**src/hdl/rv_decode_pkg.sv**
```systemverilog
// RV64 decode package with instruction field types, major opcodes and operation encodings
package rv_decode_pkg;

  typedef logic [31:0] instr_t;
  typedef logic [63:0] dword_t;
  typedef logic [6:0]  opcode_t;
  typedef logic [4:0]  reg_addr_t;
  typedef logic [1:0]  priv_mode_t;

  // Privilege levels as held in mstatus.MPP
  localparam priv_mode_t priv_m = 2'd3;
  localparam priv_mode_t priv_s = 2'd1;
  localparam priv_mode_t priv_u = 2'd0;

  // Major opcodes in instr[6:0]
  localparam opcode_t op_op        = 7'b0110011;
  localparam opcode_t op_32_op     = 7'b0111011;
  localparam opcode_t op_imm_op    = 7'b0010011;
  localparam opcode_t op_imm_32_op = 7'b0011011;
  localparam opcode_t lui_op       = 7'b0110111;
  localparam opcode_t auipc_op     = 7'b0010111;
  localparam opcode_t jal_op       = 7'b1101111;
  localparam opcode_t jalr_op      = 7'b1100111;
  localparam opcode_t branch_op    = 7'b1100011;
  localparam opcode_t load_op      = 7'b0000011;
  localparam opcode_t store_op     = 7'b0100011;
  localparam opcode_t system_op    = 7'b1110011;

  typedef enum logic [2:0]
  {
    pipe_none,
    pipe_int,
    pipe_mul,
    pipe_long,
    pipe_ctl,
    pipe_mem_early,
    pipe_mem_final,
    pipe_sys
  } pipe_e;

  // Multiply, load and store groups are laid out in funct3 order
  typedef enum logic [5:0]
  {
    op_none = 6'd0,
    op_add,
    op_sub,
    op_sll,
    op_srl,
    op_sra,
    op_slt,
    op_sltu,
    op_xor,
    op_or,
    op_and,
    op_pass_src2,
    op_imul,
    op_mulh,
    op_mulhsu,
    op_mulhu,
    op_div,
    op_divu,
    op_rem,
    op_remu,
    op_jal,
    op_jalr,
    op_beq,
    op_bne,
    op_blt,
    op_bge,
    op_bltu,
    op_bgeu,
    op_lb,
    op_lh,
    op_lw,
    op_ld,
    op_lbu,
    op_lhu,
    op_lwu,
    op_sb,
    op_sh,
    op_sw,
    op_sd,
    op_ecall,
    op_ebreak,
    op_mret,
    op_sret,
    op_wfi
  } fu_op_e;

  typedef enum logic {src1_rs1, src1_pc} src1_sel_e;
  typedef enum logic {src2_rs2, src2_imm} src2_sel_e;
  typedef enum logic {baddr_pc, baddr_rs1} baddr_sel_e;

endpackage
```
**src/hdl/instr_decoder.sv**
```systemverilog
// Registered RV64 decode stage merging the sub-decoders into one set of pipeline controls
module instr_decoder
  #(parameter bit muldiv_en_p = 1'b1)
  (input  logic                        clk_i
   , input  logic                      rst_n_i
   , input  logic                      instr_v_i
   , input  rv_decode_pkg::instr_t     instr_i
   , input  rv_decode_pkg::priv_mode_t priv_mode_i
   , input  logic                      tsr_i
   , input  logic                      tw_i
   , output logic                      decode_v_o
   , output rv_decode_pkg::pipe_e      pipe_o
   , output rv_decode_pkg::fu_op_e     fu_op_o
   , output rv_decode_pkg::src1_sel_e  src1_sel_o
   , output rv_decode_pkg::src2_sel_e  src2_sel_o
   , output rv_decode_pkg::baddr_sel_e baddr_sel_o
   , output logic                      irf_w_v_o
   , output logic                      late_iwb_v_o
   , output logic                      opw_v_o
   , output logic                      dcache_r_v_o
   , output logic                      dcache_w_v_o
   , output logic                      mem_v_o
   , output logic                      illegal_instr_o
   , output logic                      ecall_m_o
   , output logic                      ecall_s_o
   , output logic                      ecall_u_o
   , output logic                      ebreak_o
   , output logic                      mret_o
   , output logic                      sret_o
   , output logic                      wfi_o
   , output rv_decode_pkg::dword_t     imm_o
  );

  import rv_decode_pkg::*;

  logic       int_claim, int_illegal, int_irf_w_v, int_late_iwb_v, int_opw_v;
  pipe_e      int_pipe;
  fu_op_e     int_fu_op;
  src1_sel_e  int_src1_sel;
  src2_sel_e  int_src2_sel;

  logic       cm_claim, cm_illegal, cm_irf_w_v, cm_dcache_r_v, cm_dcache_w_v, cm_mem_v;
  pipe_e      cm_pipe;
  fu_op_e     cm_fu_op;
  baddr_sel_e cm_baddr_sel;

  logic       sys_claim, sys_illegal, sys_ecall_m, sys_ecall_s, sys_ecall_u;
  logic       sys_ebreak, sys_mret, sys_sret, sys_wfi;
  fu_op_e     sys_fu_op;

  dword_t     imm_d;
  logic       legal_d;
  pipe_e      pipe_d;
  fu_op_e     fu_op_d;

  int_op_decode #(.muldiv_en_p(muldiv_en_p)) int_dec
    (.instr_i      (instr_i)
     , .claim_o    (int_claim)
     , .illegal_o  (int_illegal)
     , .irf_w_v_o  (int_irf_w_v)
     , .late_iwb_v_o(int_late_iwb_v)
     , .opw_v_o    (int_opw_v)
     , .pipe_o     (int_pipe)
     , .fu_op_o    (int_fu_op)
     , .src1_sel_o (int_src1_sel)
     , .src2_sel_o (int_src2_sel)
    );

  ctrl_mem_decode cm_dec
    (.instr_i       (instr_i)
     , .claim_o     (cm_claim)
     , .illegal_o   (cm_illegal)
     , .irf_w_v_o   (cm_irf_w_v)
     , .dcache_r_v_o(cm_dcache_r_v)
     , .dcache_w_v_o(cm_dcache_w_v)
     , .mem_v_o     (cm_mem_v)
     , .pipe_o      (cm_pipe)
     , .fu_op_o     (cm_fu_op)
     , .baddr_sel_o (cm_baddr_sel)
    );

  sys_decode sys_dec
    (.instr_i      (instr_i)
     , .priv_mode_i(priv_mode_i)
     , .tsr_i      (tsr_i)
     , .tw_i       (tw_i)
     , .claim_o    (sys_claim)
     , .illegal_o  (sys_illegal)
     , .ecall_m_o  (sys_ecall_m)
     , .ecall_s_o  (sys_ecall_s)
     , .ecall_u_o  (sys_ecall_u)
     , .ebreak_o   (sys_ebreak)
     , .mret_o     (sys_mret)
     , .sret_o     (sys_sret)
     , .wfi_o      (sys_wfi)
     , .fu_op_o    (sys_fu_op)
    );

  imm_extract imm_ext
    (.instr_i (instr_i)
     , .imm_o (imm_d)
    );

  // Unclaimed opcodes (FENCE, FP, AMO and the like) land here as illegal
  assign legal_d = (int_claim || cm_claim || sys_claim)
                   && !(int_illegal || cm_illegal || sys_illegal);

  // An illegal instruction issues to no pipe
  always_comb
  begin
    pipe_d  = pipe_none;
    fu_op_d = op_none;
    if (legal_d)
    begin
      if (int_claim)
      begin
        pipe_d  = int_pipe;
        fu_op_d = int_fu_op;
      end
      else if (cm_claim)
      begin
        pipe_d  = cm_pipe;
        fu_op_d = cm_fu_op;
      end
      else
      begin
        pipe_d  = pipe_sys;
        fu_op_d = sys_fu_op;
      end
    end
  end

  always_ff @(posedge clk_i or negedge rst_n_i)
  begin
    if (!rst_n_i)
    begin
      decode_v_o      <= 1'b0;
      pipe_o          <= pipe_none;
      fu_op_o         <= op_none;
      src1_sel_o      <= src1_rs1;
      src2_sel_o      <= src2_rs2;
      baddr_sel_o     <= baddr_pc;
      irf_w_v_o       <= 1'b0;
      late_iwb_v_o    <= 1'b0;
      opw_v_o         <= 1'b0;
      dcache_r_v_o    <= 1'b0;
      dcache_w_v_o    <= 1'b0;
      mem_v_o         <= 1'b0;
      illegal_instr_o <= 1'b0;
      ecall_m_o       <= 1'b0;
      ecall_s_o       <= 1'b0;
      ecall_u_o       <= 1'b0;
      ebreak_o        <= 1'b0;
      mret_o          <= 1'b0;
      sret_o          <= 1'b0;
      wfi_o           <= 1'b0;
      imm_o           <= '0;
    end
    else
    begin
      decode_v_o <= instr_v_i;
      // Hold the last decode between strobes
      if (instr_v_i)
      begin
        pipe_o          <= pipe_d;
        fu_op_o         <= fu_op_d;
        src1_sel_o      <= legal_d ? int_src1_sel : src1_rs1;
        src2_sel_o      <= legal_d ? int_src2_sel : src2_rs2;
        baddr_sel_o     <= legal_d ? cm_baddr_sel : baddr_pc;
        irf_w_v_o       <= legal_d && (int_irf_w_v || cm_irf_w_v);
        late_iwb_v_o    <= legal_d && int_late_iwb_v;
        opw_v_o         <= legal_d && int_opw_v;
        dcache_r_v_o    <= legal_d && cm_dcache_r_v;
        dcache_w_v_o    <= legal_d && cm_dcache_w_v;
        mem_v_o         <= legal_d && cm_mem_v;
        illegal_instr_o <= !legal_d;
        ecall_m_o       <= sys_ecall_m;
        ecall_s_o       <= sys_ecall_s;
        ecall_u_o       <= sys_ecall_u;
        ebreak_o        <= sys_ebreak;
        mret_o          <= sys_mret;
        sret_o          <= sys_sret;
        wfi_o           <= sys_wfi;
        imm_o           <= imm_d;
      end
    end
  end

  // Opcode ownership across the three sub-decoders must not overlap
  claim_onehot_a: assert property (@(posedge clk_i) disable iff (!rst_n_i)
                                   instr_v_i |-> $onehot0({int_claim, cm_claim, sys_claim}))
    else $error("instr_decoder: more than one sub-decoder claimed the opcode");

endmodule

```
**src/hdl/imm_extract.sv**
```systemverilog
// Immediate extraction with sign extension to 64 bits in the format chosen by the major opcode
module imm_extract
  (input  rv_decode_pkg::instr_t   instr_i
   , output rv_decode_pkg::dword_t imm_o
  );

  import rv_decode_pkg::*;

  opcode_t   opcode;
  reg_addr_t rs1_addr;
  logic      sign;

  assign opcode   = instr_i[6:0];
  assign rs1_addr = instr_i[19:15];
  assign sign     = instr_i[31];

  always_comb
  begin
    case (opcode)
      lui_op, auipc_op:
        imm_o = {{32{sign}}, instr_i[31:12], 12'b0};
      jal_op:
        imm_o = {{44{sign}}, instr_i[19:12], instr_i[20], instr_i[30:21], 1'b0};
      branch_op:
        imm_o = {{52{sign}}, instr_i[7], instr_i[30:25], instr_i[11:8], 1'b0};
      store_op:
        imm_o = {{53{sign}}, instr_i[30:25], instr_i[11:7]};
      jalr_op, load_op, op_imm_op, op_imm_32_op:
        imm_o = {{53{sign}}, instr_i[30:20]};
      // CSR-style uimm from the rs1 field
      system_op:
        imm_o = {59'b0, rs1_addr};
      default:
        imm_o = '0;
    endcase
  end

endmodule

```
**src/hdl/sys_decode.sv**
```systemverilog
// SYSTEM opcode decoder for ECALL, EBREAK, MRET, SRET and WFI with privilege checks
module sys_decode
  (input  rv_decode_pkg::instr_t     instr_i
   , input  rv_decode_pkg::priv_mode_t priv_mode_i
   , input  logic                    tsr_i
   , input  logic                    tw_i
   , output logic                    claim_o
   , output logic                    illegal_o
   , output logic                    ecall_m_o
   , output logic                    ecall_s_o
   , output logic                    ecall_u_o
   , output logic                    ebreak_o
   , output logic                    mret_o
   , output logic                    sret_o
   , output logic                    wfi_o
   , output rv_decode_pkg::fu_op_e   fu_op_o
  );

  import rv_decode_pkg::*;

  // Full encodings with every field fixed
  localparam instr_t ecall_instr  = 32'h0000_0073;
  localparam instr_t ebreak_instr = 32'h0010_0073;
  localparam instr_t sret_instr   = 32'h1020_0073;
  localparam instr_t wfi_instr    = 32'h1050_0073;
  localparam instr_t mret_instr   = 32'h3020_0073;

  assign claim_o = (instr_i[6:0] == system_op);

  always_comb
  begin
    illegal_o = 1'b0;
    ecall_m_o = 1'b0;
    ecall_s_o = 1'b0;
    ecall_u_o = 1'b0;
    ebreak_o  = 1'b0;
    mret_o    = 1'b0;
    sret_o    = 1'b0;
    wfi_o     = 1'b0;
    fu_op_o   = op_none;
    if (claim_o)
    begin
      case (instr_i)
        ecall_instr:
        begin
          fu_op_o   = op_ecall;
          ecall_m_o = (priv_mode_i == priv_m);
          ecall_s_o = (priv_mode_i == priv_s);
          ecall_u_o = (priv_mode_i == priv_u);
        end
        ebreak_instr:
        begin
          fu_op_o  = op_ebreak;
          ebreak_o = 1'b1;
        end
        mret_instr:
        begin
          fu_op_o   = op_mret;
          illegal_o = (priv_mode_i < priv_m);
          mret_o    = (priv_mode_i == priv_m);
        end
        sret_instr:
        begin
          fu_op_o   = op_sret;
          // TSR traps SRET from S mode into M
          illegal_o = (priv_mode_i < priv_s) || (tsr_i && (priv_mode_i == priv_s));
          sret_o    = (priv_mode_i > priv_s) || (!tsr_i && (priv_mode_i == priv_s));
        end
        wfi_instr:
        begin
          fu_op_o   = op_wfi;
          illegal_o = tw_i;
          wfi_o     = !tw_i;
        end
        default: illegal_o = 1'b1;
      endcase
    end
    ret_legal_a: assert (!(illegal_o && (mret_o || sret_o || wfi_o)))
      else $error("sys_decode: return or WFI flagged on an illegal instruction");
  end

endmodule

```
**src/hdl/ctrl_mem_decode.sv**
```systemverilog
// Jump, branch, integer load and integer store decoder
module ctrl_mem_decode
  (input  rv_decode_pkg::instr_t       instr_i
   , output logic                      claim_o
   , output logic                      illegal_o
   , output logic                      irf_w_v_o
   , output logic                      dcache_r_v_o
   , output logic                      dcache_w_v_o
   , output logic                      mem_v_o
   , output rv_decode_pkg::pipe_e      pipe_o
   , output rv_decode_pkg::fu_op_e     fu_op_o
   , output rv_decode_pkg::baddr_sel_e baddr_sel_o
  );

  import rv_decode_pkg::*;

  opcode_t    opcode;
  reg_addr_t  rd_addr;
  logic [2:0] funct3;
  logic       rd_nz;

  assign opcode  = instr_i[6:0];
  assign rd_addr = instr_i[11:7];
  assign funct3  = instr_i[14:12];
  assign rd_nz   = (rd_addr != '0);

  always_comb
  begin
    claim_o      = 1'b0;
    illegal_o    = 1'b0;
    irf_w_v_o    = 1'b0;
    dcache_r_v_o = 1'b0;
    dcache_w_v_o = 1'b0;
    mem_v_o      = 1'b0;
    pipe_o       = pipe_none;
    fu_op_o      = op_none;
    baddr_sel_o  = baddr_pc;
    case (opcode)
      jal_op:
      begin
        claim_o   = 1'b1;
        pipe_o    = pipe_ctl;
        irf_w_v_o = rd_nz;
        fu_op_o   = op_jal;
      end
      jalr_op:
      begin
        claim_o     = 1'b1;
        pipe_o      = pipe_ctl;
        irf_w_v_o   = rd_nz;
        fu_op_o     = op_jalr;
        baddr_sel_o = baddr_rs1;
        illegal_o   = (funct3 != 3'd0);
      end
      branch_op:
      begin
        claim_o = 1'b1;
        pipe_o  = pipe_ctl;
        case (funct3)
          3'd0:    fu_op_o = op_beq;
          3'd1:    fu_op_o = op_bne;
          3'd4:    fu_op_o = op_blt;
          3'd5:    fu_op_o = op_bge;
          3'd6:    fu_op_o = op_bltu;
          3'd7:    fu_op_o = op_bgeu;
          default: illegal_o = 1'b1;
        endcase
      end
      load_op:
      begin
        claim_o      = 1'b1;
        irf_w_v_o    = rd_nz;
        dcache_r_v_o = 1'b1;
        mem_v_o      = 1'b1;
        // Full-word loads skip the extension step
        pipe_o = (funct3 inside {3'd2, 3'd3, 3'd6}) ? pipe_mem_early : pipe_mem_final;
        if (funct3 == 3'd7)
          illegal_o = 1'b1;
        else
          fu_op_o = fu_op_e'(op_lb + 6'(funct3));
      end
      store_op:
      begin
        claim_o      = 1'b1;
        pipe_o       = pipe_mem_early;
        dcache_w_v_o = 1'b1;
        mem_v_o      = 1'b1;
        if (funct3[2])
          illegal_o = 1'b1;
        else
          fu_op_o = fu_op_e'(op_sb + 6'(funct3));
      end
      default: claim_o = 1'b0;
    endcase
  end

endmodule

```
**src/hdl/int_op_decode.sv**
```systemverilog
// Integer ALU and multiply/divide decoder for OP, OP-32, OP-IMM, OP-IMM-32, LUI and AUIPC
module int_op_decode
  #(parameter bit muldiv_en_p = 1'b1)
  (input  rv_decode_pkg::instr_t      instr_i
   , output logic                     claim_o
   , output logic                     illegal_o
   , output logic                     irf_w_v_o
   , output logic                     late_iwb_v_o
   , output logic                     opw_v_o
   , output rv_decode_pkg::pipe_e     pipe_o
   , output rv_decode_pkg::fu_op_e    fu_op_o
   , output rv_decode_pkg::src1_sel_e src1_sel_o
   , output rv_decode_pkg::src2_sel_e src2_sel_o
  );

  import rv_decode_pkg::*;

  opcode_t    opcode;
  reg_addr_t  rd_addr;
  logic [2:0] funct3;
  logic [6:0] funct7;
  logic       rd_nz;
  logic       is_w;
  logic       is_muldiv;
  logic       shift_l_ok;
  logic       shift_ra_ok;

  assign opcode    = instr_i[6:0];
  assign rd_addr   = instr_i[11:7];
  assign funct3    = instr_i[14:12];
  assign funct7    = instr_i[31:25];
  assign rd_nz     = (rd_addr != '0);
  assign is_w      = (opcode == op_32_op) || (opcode == op_imm_32_op);
  assign is_muldiv = (funct7 == 7'b0000001);

  // RV64 shifts take a 6-bit shamt and the W forms only 5 bits
  assign shift_l_ok  = is_w ? (funct7 == 7'b0000000) : (instr_i[31:26] == 6'b000000);
  assign shift_ra_ok = is_w ? (funct7 == 7'b0100000) : (instr_i[31:26] == 6'b010000);

  always_comb
  begin
    claim_o      = 1'b0;
    illegal_o    = 1'b0;
    irf_w_v_o    = 1'b0;
    late_iwb_v_o = 1'b0;
    opw_v_o      = 1'b0;
    pipe_o       = pipe_none;
    fu_op_o      = op_none;
    src1_sel_o   = src1_rs1;
    src2_sel_o   = src2_rs2;
    case (opcode)
      op_op, op_32_op:
      begin
        claim_o = 1'b1;
        opw_v_o = is_w;
        case (funct7)
          7'b0000000:
            case (funct3)
              3'd0:    fu_op_o = op_add;
              3'd1:    fu_op_o = op_sll;
              3'd2:    fu_op_o = op_slt;
              3'd3:    fu_op_o = op_sltu;
              3'd4:    fu_op_o = op_xor;
              3'd5:    fu_op_o = op_srl;
              3'd6:    fu_op_o = op_or;
              default: fu_op_o = op_and;
            endcase
          7'b0100000:
            case (funct3)
              3'd0:    fu_op_o = op_sub;
              3'd5:    fu_op_o = op_sra;
              default: illegal_o = 1'b1;
            endcase
          7'b0000001:
          begin
            fu_op_o   = fu_op_e'(op_imul + 6'(funct3));
            illegal_o = !muldiv_en_p;
          end
          default: illegal_o = 1'b1;
        endcase
        // No W form for compares, logic ops or the high multiplies
        if (is_w && (fu_op_o inside {op_slt, op_sltu, op_xor, op_or, op_and,
                                     op_mulh, op_mulhsu, op_mulhu}))
          illegal_o = 1'b1;
        if (is_muldiv)
          pipe_o = (fu_op_o == op_imul) ? pipe_mul : pipe_long;
        else
          pipe_o = pipe_int;
        // Divides and high multiplies write back out of band
        late_iwb_v_o = rd_nz && (fu_op_o inside {op_mulh, op_mulhsu, op_mulhu,
                                                 op_div, op_divu, op_rem, op_remu});
        irf_w_v_o    = rd_nz && (pipe_o != pipe_long);
      end
      op_imm_op, op_imm_32_op:
      begin
        claim_o    = 1'b1;
        opw_v_o    = is_w;
        pipe_o     = pipe_int;
        irf_w_v_o  = rd_nz;
        src2_sel_o = src2_imm;
        case (funct3)
          3'd0: fu_op_o = op_add;
          3'd1:
          begin
            fu_op_o   = op_sll;
            illegal_o = !shift_l_ok;
          end
          3'd2: fu_op_o = op_slt;
          3'd3: fu_op_o = op_sltu;
          3'd4: fu_op_o = op_xor;
          3'd5:
          begin
            fu_op_o   = shift_ra_ok ? op_sra : op_srl;
            illegal_o = !(shift_l_ok || shift_ra_ok);
          end
          3'd6:    fu_op_o = op_or;
          default: fu_op_o = op_and;
        endcase
        if (is_w && !(funct3 inside {3'd0, 3'd1, 3'd5}))
          illegal_o = 1'b1;
      end
      lui_op:
      begin
        claim_o    = 1'b1;
        pipe_o     = pipe_int;
        irf_w_v_o  = rd_nz;
        fu_op_o    = op_pass_src2;
        src2_sel_o = src2_imm;
      end
      auipc_op:
      begin
        claim_o    = 1'b1;
        pipe_o     = pipe_int;
        irf_w_v_o  = rd_nz;
        fu_op_o    = op_add;
        src1_sel_o = src1_pc;
        src2_sel_o = src2_imm;
      end
      default: claim_o = 1'b0;
    endcase
    writeback_excl_a: assert (!(irf_w_v_o && late_iwb_v_o))
      else $error("int_op_decode: both regular and late writeback requested");
  end

endmodule

```
**config.mk**
```make
export PLATFORM = sky130hd
export DESIGN_NAME = instr_decoder
export DESIGN_NICKNAME = d
export VERILOG_FILES = /design/src/hdl/rv_decode_pkg.sv /design/src/hdl/instr_decoder.sv /design/src/hdl/imm_extract.sv /design/src/hdl/sys_decode.sv /design/src/hdl/ctrl_mem_decode.sv /design/src/hdl/int_op_decode.sv
export SDC_FILE = /design/constraint.sdc
export NUM_CORES = 1
export LEC_CHECK = 0
export ABC_CLOCK_PERIOD_IN_PS = 1800
export BUFFER_PORTS_ARGS = -buffer_cell sky130_fd_sc_hd__buf_2
export CORE_ASPECT_RATIO = 0.75
export CORE_MARGIN = 2
export CORE_UTILIZATION = 32
export CTS_BUF_LIST = sky130_fd_sc_hd__clkbuf_16
export DETAILED_ROUTE_END_ITERATION = 7
export SETUP_SLACK_MARGIN = 0.5
export SLEW_MARGIN = 30
export SYNTH_ARGS = -nofsm -noshare
export SYNTH_HDL_FRONTEND = slang
export SYNTH_SLANG_ARGS = --single-unit
```
**constraint.sdc**
```tcl
create_clock -name clk_i -period 1.8 [get_ports clk_i]
set_clock_uncertainty 0.2 [all_clocks]
set_input_delay 0.36 -clock clk_i [delete_from_list [all_inputs] [get_ports clk_i]]
set_output_delay 0.36 -clock clk_i [all_outputs]
set_load 0.1 [all_outputs]
```
Yosys cells after proc, flatten, opt, wreduce, memory -nomap -nowiden
Index checks and enable logic that the tools add are counted.

Output and inout port bits: 91. Bits in registers: 91. Bits of input ports: 39.

Order comparisons: 3. Reductions and logical operators: 54. Mux-type cells: 69. Add/subtract/negate cells: 3. Equal/unequal tests: 43.

Operator list (count): $pmux 64 s6 (1); $eq 32x29->1 const B (2); $pmux 6 s5 (2); $eq 6x4->1 const B (7); $mux 6 (7); $pmux 6 s7 (1); $mux 1 (39); $eq 7x6->1 const B (5); $eq 32x21->1 const B (1); $eq 32x30->1 const B (1); $eq 32x7->1 const B (1); $eq 6x5->1 const B (5); $pmux 5 s6 (1); $eq 7x7->1 const B (4); $pmux 4 s7 (1); $pmux 6 s4 (1); $eq 7x5->1 const B (3); $pmux 6 s3 (1); $mux 3 (5); $reduce_or 2->1 (7); $logic_and 1x1->1 (13); $eq 3x3->1 const B (4); $eq 6x3->1 const B (2); $pmux 3 s2 (2); 31 further kinds (56).

Depth between registers and ports, before layout
Word-level depth: 14. Depth in mapped cells: 11. Mapped depth without buffers: 8.

By module
Synthesis repeated with hierarchy kept, for this count alone.

Cells, all modules: 553. Area total of the unflattened synthesis: 5710.5 sq um.

By module, submodules not included: instr_decoder (instances 1, cells each 228, sequential area each 2277.2 sq um, area each 3550.9 sq um); imm_extract (instances 1, cells each 121, sequential area each 0.0 sq um, area each 833.3 sq um); int_op_decode (instances 1, cells each 89, sequential area each 0.0 sq um, area each 599.3 sq um); ctrl_mem_decode (instances 1, cells each 60, sequential area each 0.0 sq um, area each 401.6 sq um); sys_decode (instances 1, cells each 55, sequential area each 0.0 sq um, area each 325.3 sq um).

Worst setup path before layout
Ideal clock, no wire load.

Path type: input port to flip-flop. Start: input instr_i[14]. End: register fu_op_o[1]. Setup time: 151 ps. Arrival time: 2925 ps. Cell stages on the path: 9. Path slack: -1476 ps. Cell sequence: clkbuf_1 -> clkinv_1 -> ha_1 -> o21ai_0 -> nand4_1 -> a32oi_1 -> mux2_2 -> a2111oi_4 -> o32ai_1.

Word-level cells in the longest chain between the ends: 14. Elaborated cells between the ends (all ways): 62. Those cells by class: add/sub: 1; eq/ne: 20; mux: 27; reduce/logical: 14.

RTL lines: from (decl) (line instr_decoder.sv:7) `, input rv_decode_pkg::instr_t instr_i`; $eq 3x3->1, or another cell as far along (line ctrl_mem_decode.sv:59, int_op_decode.sv:58, int_op_decode.sv:101); $pmux 4 s7 / $pmux 3 s2 (equally long branches) (line int_op_decode.sv:58, int_op_decode.sv:69); $pmux 6 s3 (line int_op_decode.sv:56) `case (funct7)`; $mux 6 (line int_op_decode.sv:51) `case (opcode)`; $eq 6x3->1 / $eq 6x4->1 (equally long branches) (line int_op_decode.sv:82) `if (is_w && (fu_op_o inside {op_slt, op_sltu, op_xor, op_or, op_and,`; $reduce_bool 8->1 (line int_op_decode.sv:82); $logic_and 1x1->1 (line int_op_decode.sv:82); $mux 1 (line int_op_decode.sv:82); $pmux 1 s2 (line int_op_decode.sv:51); $logic_or 1x1->1 (2 in series) (line instr_decoder.sv:106) `&& !(int_illegal || cm_illegal || sys_illegal);`; $logic_not 1->1 (line instr_decoder.sv:106); $logic_and 1x1->1 (line instr_decoder.sv:106); $mux 6 (*) (line instr_decoder.sv:113) `if (legal_d)`; to (signal assigned) (line instr_decoder.sv:139) `fu_op_o <= op_none;`; to (signal assigned) (line instr_decoder.sv:166) `fu_op_o <= fu_op_d;`; to (decl) (line instr_decoder.sv:13) `, output rv_decode_pkg::fu_op_e fu_op_o`.

Every way passes the cells marked *; elsewhere a longest branch is shown, timed or not. The select of a mux whose other input is x is not followed. A chain may end at the register's enable or synchronous reset.

Worst setup path after layout
Start: input instr_i[9]. End: register irf_w_v_o.

Word-level cells in the longest chain between the ends: 8. Elaborated cells between the ends (all ways): 17. Those cells by class: eq/ne: 5; mux: 4; reduce/logical: 8.

RTL lines: $eq 32x7->1 / $eq 32x21->1 (equally long branches) (line sys_decode.sv:43) `case (instr_i)`; $reduce_or 2->1 (no line); $pmux 1 s4 (line sys_decode.sv:43); $mux 1 (line sys_decode.sv:41) `if (claim_o)`; $logic_or 1x1->1 (line instr_decoder.sv:106); $logic_not 1->1 (line instr_decoder.sv:106); $logic_and 1x1->1 (line instr_decoder.sv:106); $logic_and 1x1->1 (*) (line instr_decoder.sv:170) `irf_w_v_o <= legal_d && (int_irf_w_v || cm_irf_w_v);`; to (signal assigned) (line instr_decoder.sv:170); to (decl) (line instr_decoder.sv:17) `, output logic irf_w_v_o`.

Every way passes the cells marked *; elsewhere a longest branch is shown, timed or not.

==> impl_metrics.toml <==
[critical_path]
cpMostUsedCell = "or4_4"
r2r-end = "fu_op_o[2]"
end_kind = "flop"
worst-setup-path-type = "in2reg"
crit_fanout = 7
start_kind = "primary input"
reg2regPathDepth = 4
rrSetupSlack_ps = 650
worstPathCellList = "buf_6 -> or4_4 -> nor2_4 -> nand3_2 -> o31a_1 -> or4_4 -> buf_8 -> o41ai_4"
worst_path_max_delay_cell = "or4_4"
cpPeakStageDelay_ps = 550
required_ps = 1810
reg2reg_from = "fu_op_o[2]"
critPathArrivalTime_ps = 2570

[clocking]
cts_max_path_buffers = 2
clkSlewWorstSetupHoldPaths_ps = 50
tritoncts = "yes"
cts-root-buf = "clkbuf_16"
htreeDepth = 3
clk-insertion-delay-late_ps = 330
cts_buffers = 9
clock_sinks = 59

[detailed_routing]
routedWlPerCell_um = 20.96
routed_wl_mm = 18.03
num_vias = 4809
antenna_left = 0
firstDrtPassIters = 7
drc_errors = 0
drt_iter0_drc = 423
avgViaCountPerCell = 5.592

[timing]
fin_ws_ps = -763.5
fin_crit_sh = 1.424
finalSetupViolations = 90
fin_tns_setup_ps = -19900
grt_setup_unrepaired = "true"
slew_headroom = 0.6251
max_freq_mhz = 390.1
final_max_slew_viol_count = 0
max_slew.worst_pin.slew_ps = 560.6
hold_slack_ps = 58.82
period_needed_ps = 2563
finalHoldViolations = 0

[floorplan]
io_pins = 130
core.rowCount = 35
fp.dieArea_um2 = 13240
fp.dieH_um = 100.2
start_util = 0.3240
core_um2 = 12170
die_w_um = 132.2

[yosys]
synthAdderAreaFrac = 0.03172
ys_warn_count = 0
synth-seq-cells = 59
seq_area_frac_synth = 0.3742
synth-simple-area-share = 0.1656
synth_cells = 430
synth-compound-area-share = 0.3114
synthArstFlopShare = 1.000
synth.net_count = 479
avgSynthCellArea_um2 = 9.174
synthMuxAreaShare = 0.005392
ys.flop_type = "dfrtp_1"
synthDistinctLibCells = 68
synth_xor_area_frac = 0
netlist_area_um2 = 3945
synth_top_family_by_area = "compound AO/OA/AOI/OAI gates"
synth_edf_count = 0

[run_status]
status = "finished, violations left"
violations = "setup timing"

[cells_and_area]
seq_area_um2 = 1551
drive_above_1_share = 0.6638
fin_nets = 737
reg_top3 = "imm_o x32, fu_op_o x6, pipe_o x3"
multiInputGateArea_um2 = 2532
synthToLayoutAreaGrowth_pct = 113.4
layout_common_cells = "144 x buf_4, 93 x buf_12, 57 x dfrtp_2, 38 x a21oi_1, 31 x buf_2"
n_fill_cell = 870
final_area_um2 = 8417
largest_reg_flops = 32
regMostFlops = "imm_o"
final_common_cell = "buf_4"

[grt]
grt_pass1_vias = 4737
globalRouteTotalUtil = 0.2610
grt_max_degree = 60
grt_pass1_wl_mm = 26.93
overflow = 0
antenna_found_initial = 1

[power_and_ir_drop]
leakage_uw = 0.003490
p_seq_frac = 0.288
combPwrFrac = 0.278
ir_drop_v = 0.0003353
swShare = 0.3014
switchingPower_uw = 1454
p_clk_frac = 0.433
intPower_uw = 3371
power_density_nw_per_um2 = 573.2

[min_path]
hold_path_end = "ecall_u_o"
worstHoldPathType = "in2reg"
min-delay-start = "priv_mode_i[0]"
holdPathStages = 2

[placement]
place_area_um2 = 6151
dp_hpwl_mm = 11.78
place_congestion = 0.9354
io_buffers = 129

[job]
max_cap_violations = 0
-- cell families (layout without fill, tap and decap cells) --
kind of cell	count (synthesis)	in the layout
flip-flops	59	59
adder cells (fa/ha/maj)	10	10
AO/OA/AOI/OAI	158	158
AND/OR/NAND/NOR	122	122
multiplexers	2	2
other	0	1
buffers and inverters	79	342
-- critical path, delay by kind of cell --
kind                   cells  cell delay (ps)
AOI/OAI and AO/OA          2              610
and+or+nand+nor            4             1360
buffers and inverters      2              250
-- timing repair --
| item | 4_1_cts | 5_1_grt |
|---|---|---|
| endpoints found under the setup margin | 149 | 149 |
| gates cloned | 4 | 1 |
| pin swaps | 30 | 13 |
| buffers inserted | 23 | 19 |
| resized for setup | 291 | 60 |
| hold buffers | 1 | 0 |
| hold endpoints to repair | 59 | 0 |
-- power by group through the flow --
stage,clock (uW),sequential [uW],combinational [uW]
after floorplan,0,1610,501
after global placement,0,1400,1090
after detailed placement,0,1400,1090
after CTS,2110,1390,1260
after global routing,2170,1390,1400
final,2090,1390,1340
-- routing by layer --
metal | vias up | global-route usage | part of all wire
met1 | 2347 | 0.3664 | 0.42
li1 | 2149 | - | -
met2 | 276 | 0.4042 | 0.47
met5 | - | 0 | 0
met3 | 37 | 0.05404 | 0.090
met4 | 0 | 0.08602 | 0.024
-- Yosys cell counts (3+ instances only) --
master / instances / area, um2
dfrtp_1: 59 / 1476
a21oi_1: 42 / 210.2
buf_4: 32 / 240.2
nand2_1: 28 / 105.1
o2bb2ai_1: 27 / 236.5
clkbuf_1: 25 / 93.84
nor2_1: 23 / 86.33
inv_1: 16 / 60.06
nor3_1: 14 / 70.07
o21ai_0: 12 / 60.06
ha_1: 10 / 125.1
nor4_1: 8 / 50.05
a22o_1: 7 / 61.31
nand4_1: 7 / 43.79
or3_1: 7 / 43.79
a31oi_1: 6 / 37.54
nand2b_1: 6 / 37.54
nand3_1: 6 / 30.03
o41ai_2: 6 / 97.59
a211oi_1: 5 / 37.54
o32ai_1: 5 / 43.79
a222oi_1: 4 / 40.04
nor2b_1: 4 / 25.02
a221oi_1: 3 / 26.28
a32o_1: 3 / 30.03
and3_1: 3 / 18.77
buf_6: 3 / 33.78
o211ai_1: 3 / 22.52
o21ai_1: 3 / 15.01
o31a_1: 3 / 26.28
o31ai_1: 3 / 22.52
o41ai_1: 3 / 26.28
-- cell type report --
class / count / share of cell area
Timing Repair Buffer: 308 / 0.4388
Multi-Input combinational cell: 292 / 0.3009
Sequential cell: 59 / 0.1843
Clock buffer: 9 / 0.02676
Tap cell: 166 / 0.02468
Clock inverter: 7 / 0.01561
Inverter: 18 / 0.008622
Antenna cell: 1 / 0.0002973
-- metrics by stage --
step                        util  cells  setup slack, ps  power (uW)
after floorplan                -    430            -1009        2113
final                     0.6914    860           -763.5        4825
after CTS                 0.6516    839           -724.8        4759
after global routing      0.6914    860           -792.1        4961
after global placement    0.5052    795            -1143        2482
after detailed placement  0.5052    795            -1258        2488
-- worst max path at each step --
stage / from / endpoint / slack (ps) / cells past startpoint
after global placement: instr_i[23] / fu_op_o[3] / -1140 / 9
after floorplan: instr_i[29] / illegal_instr_o / -1010 / 10
final: instr_i[9] / irf_w_v_o / -760 / 8
after global routing: instr_i[9] / irf_w_v_o / -790 / 8
after detailed placement: instr_i[13] / irf_w_v_o / -1260 / 10
after CTS: instr_i[31] / irf_w_v_o / -720 / 8
Note: power is estimated with default switching activity, not from simulation.
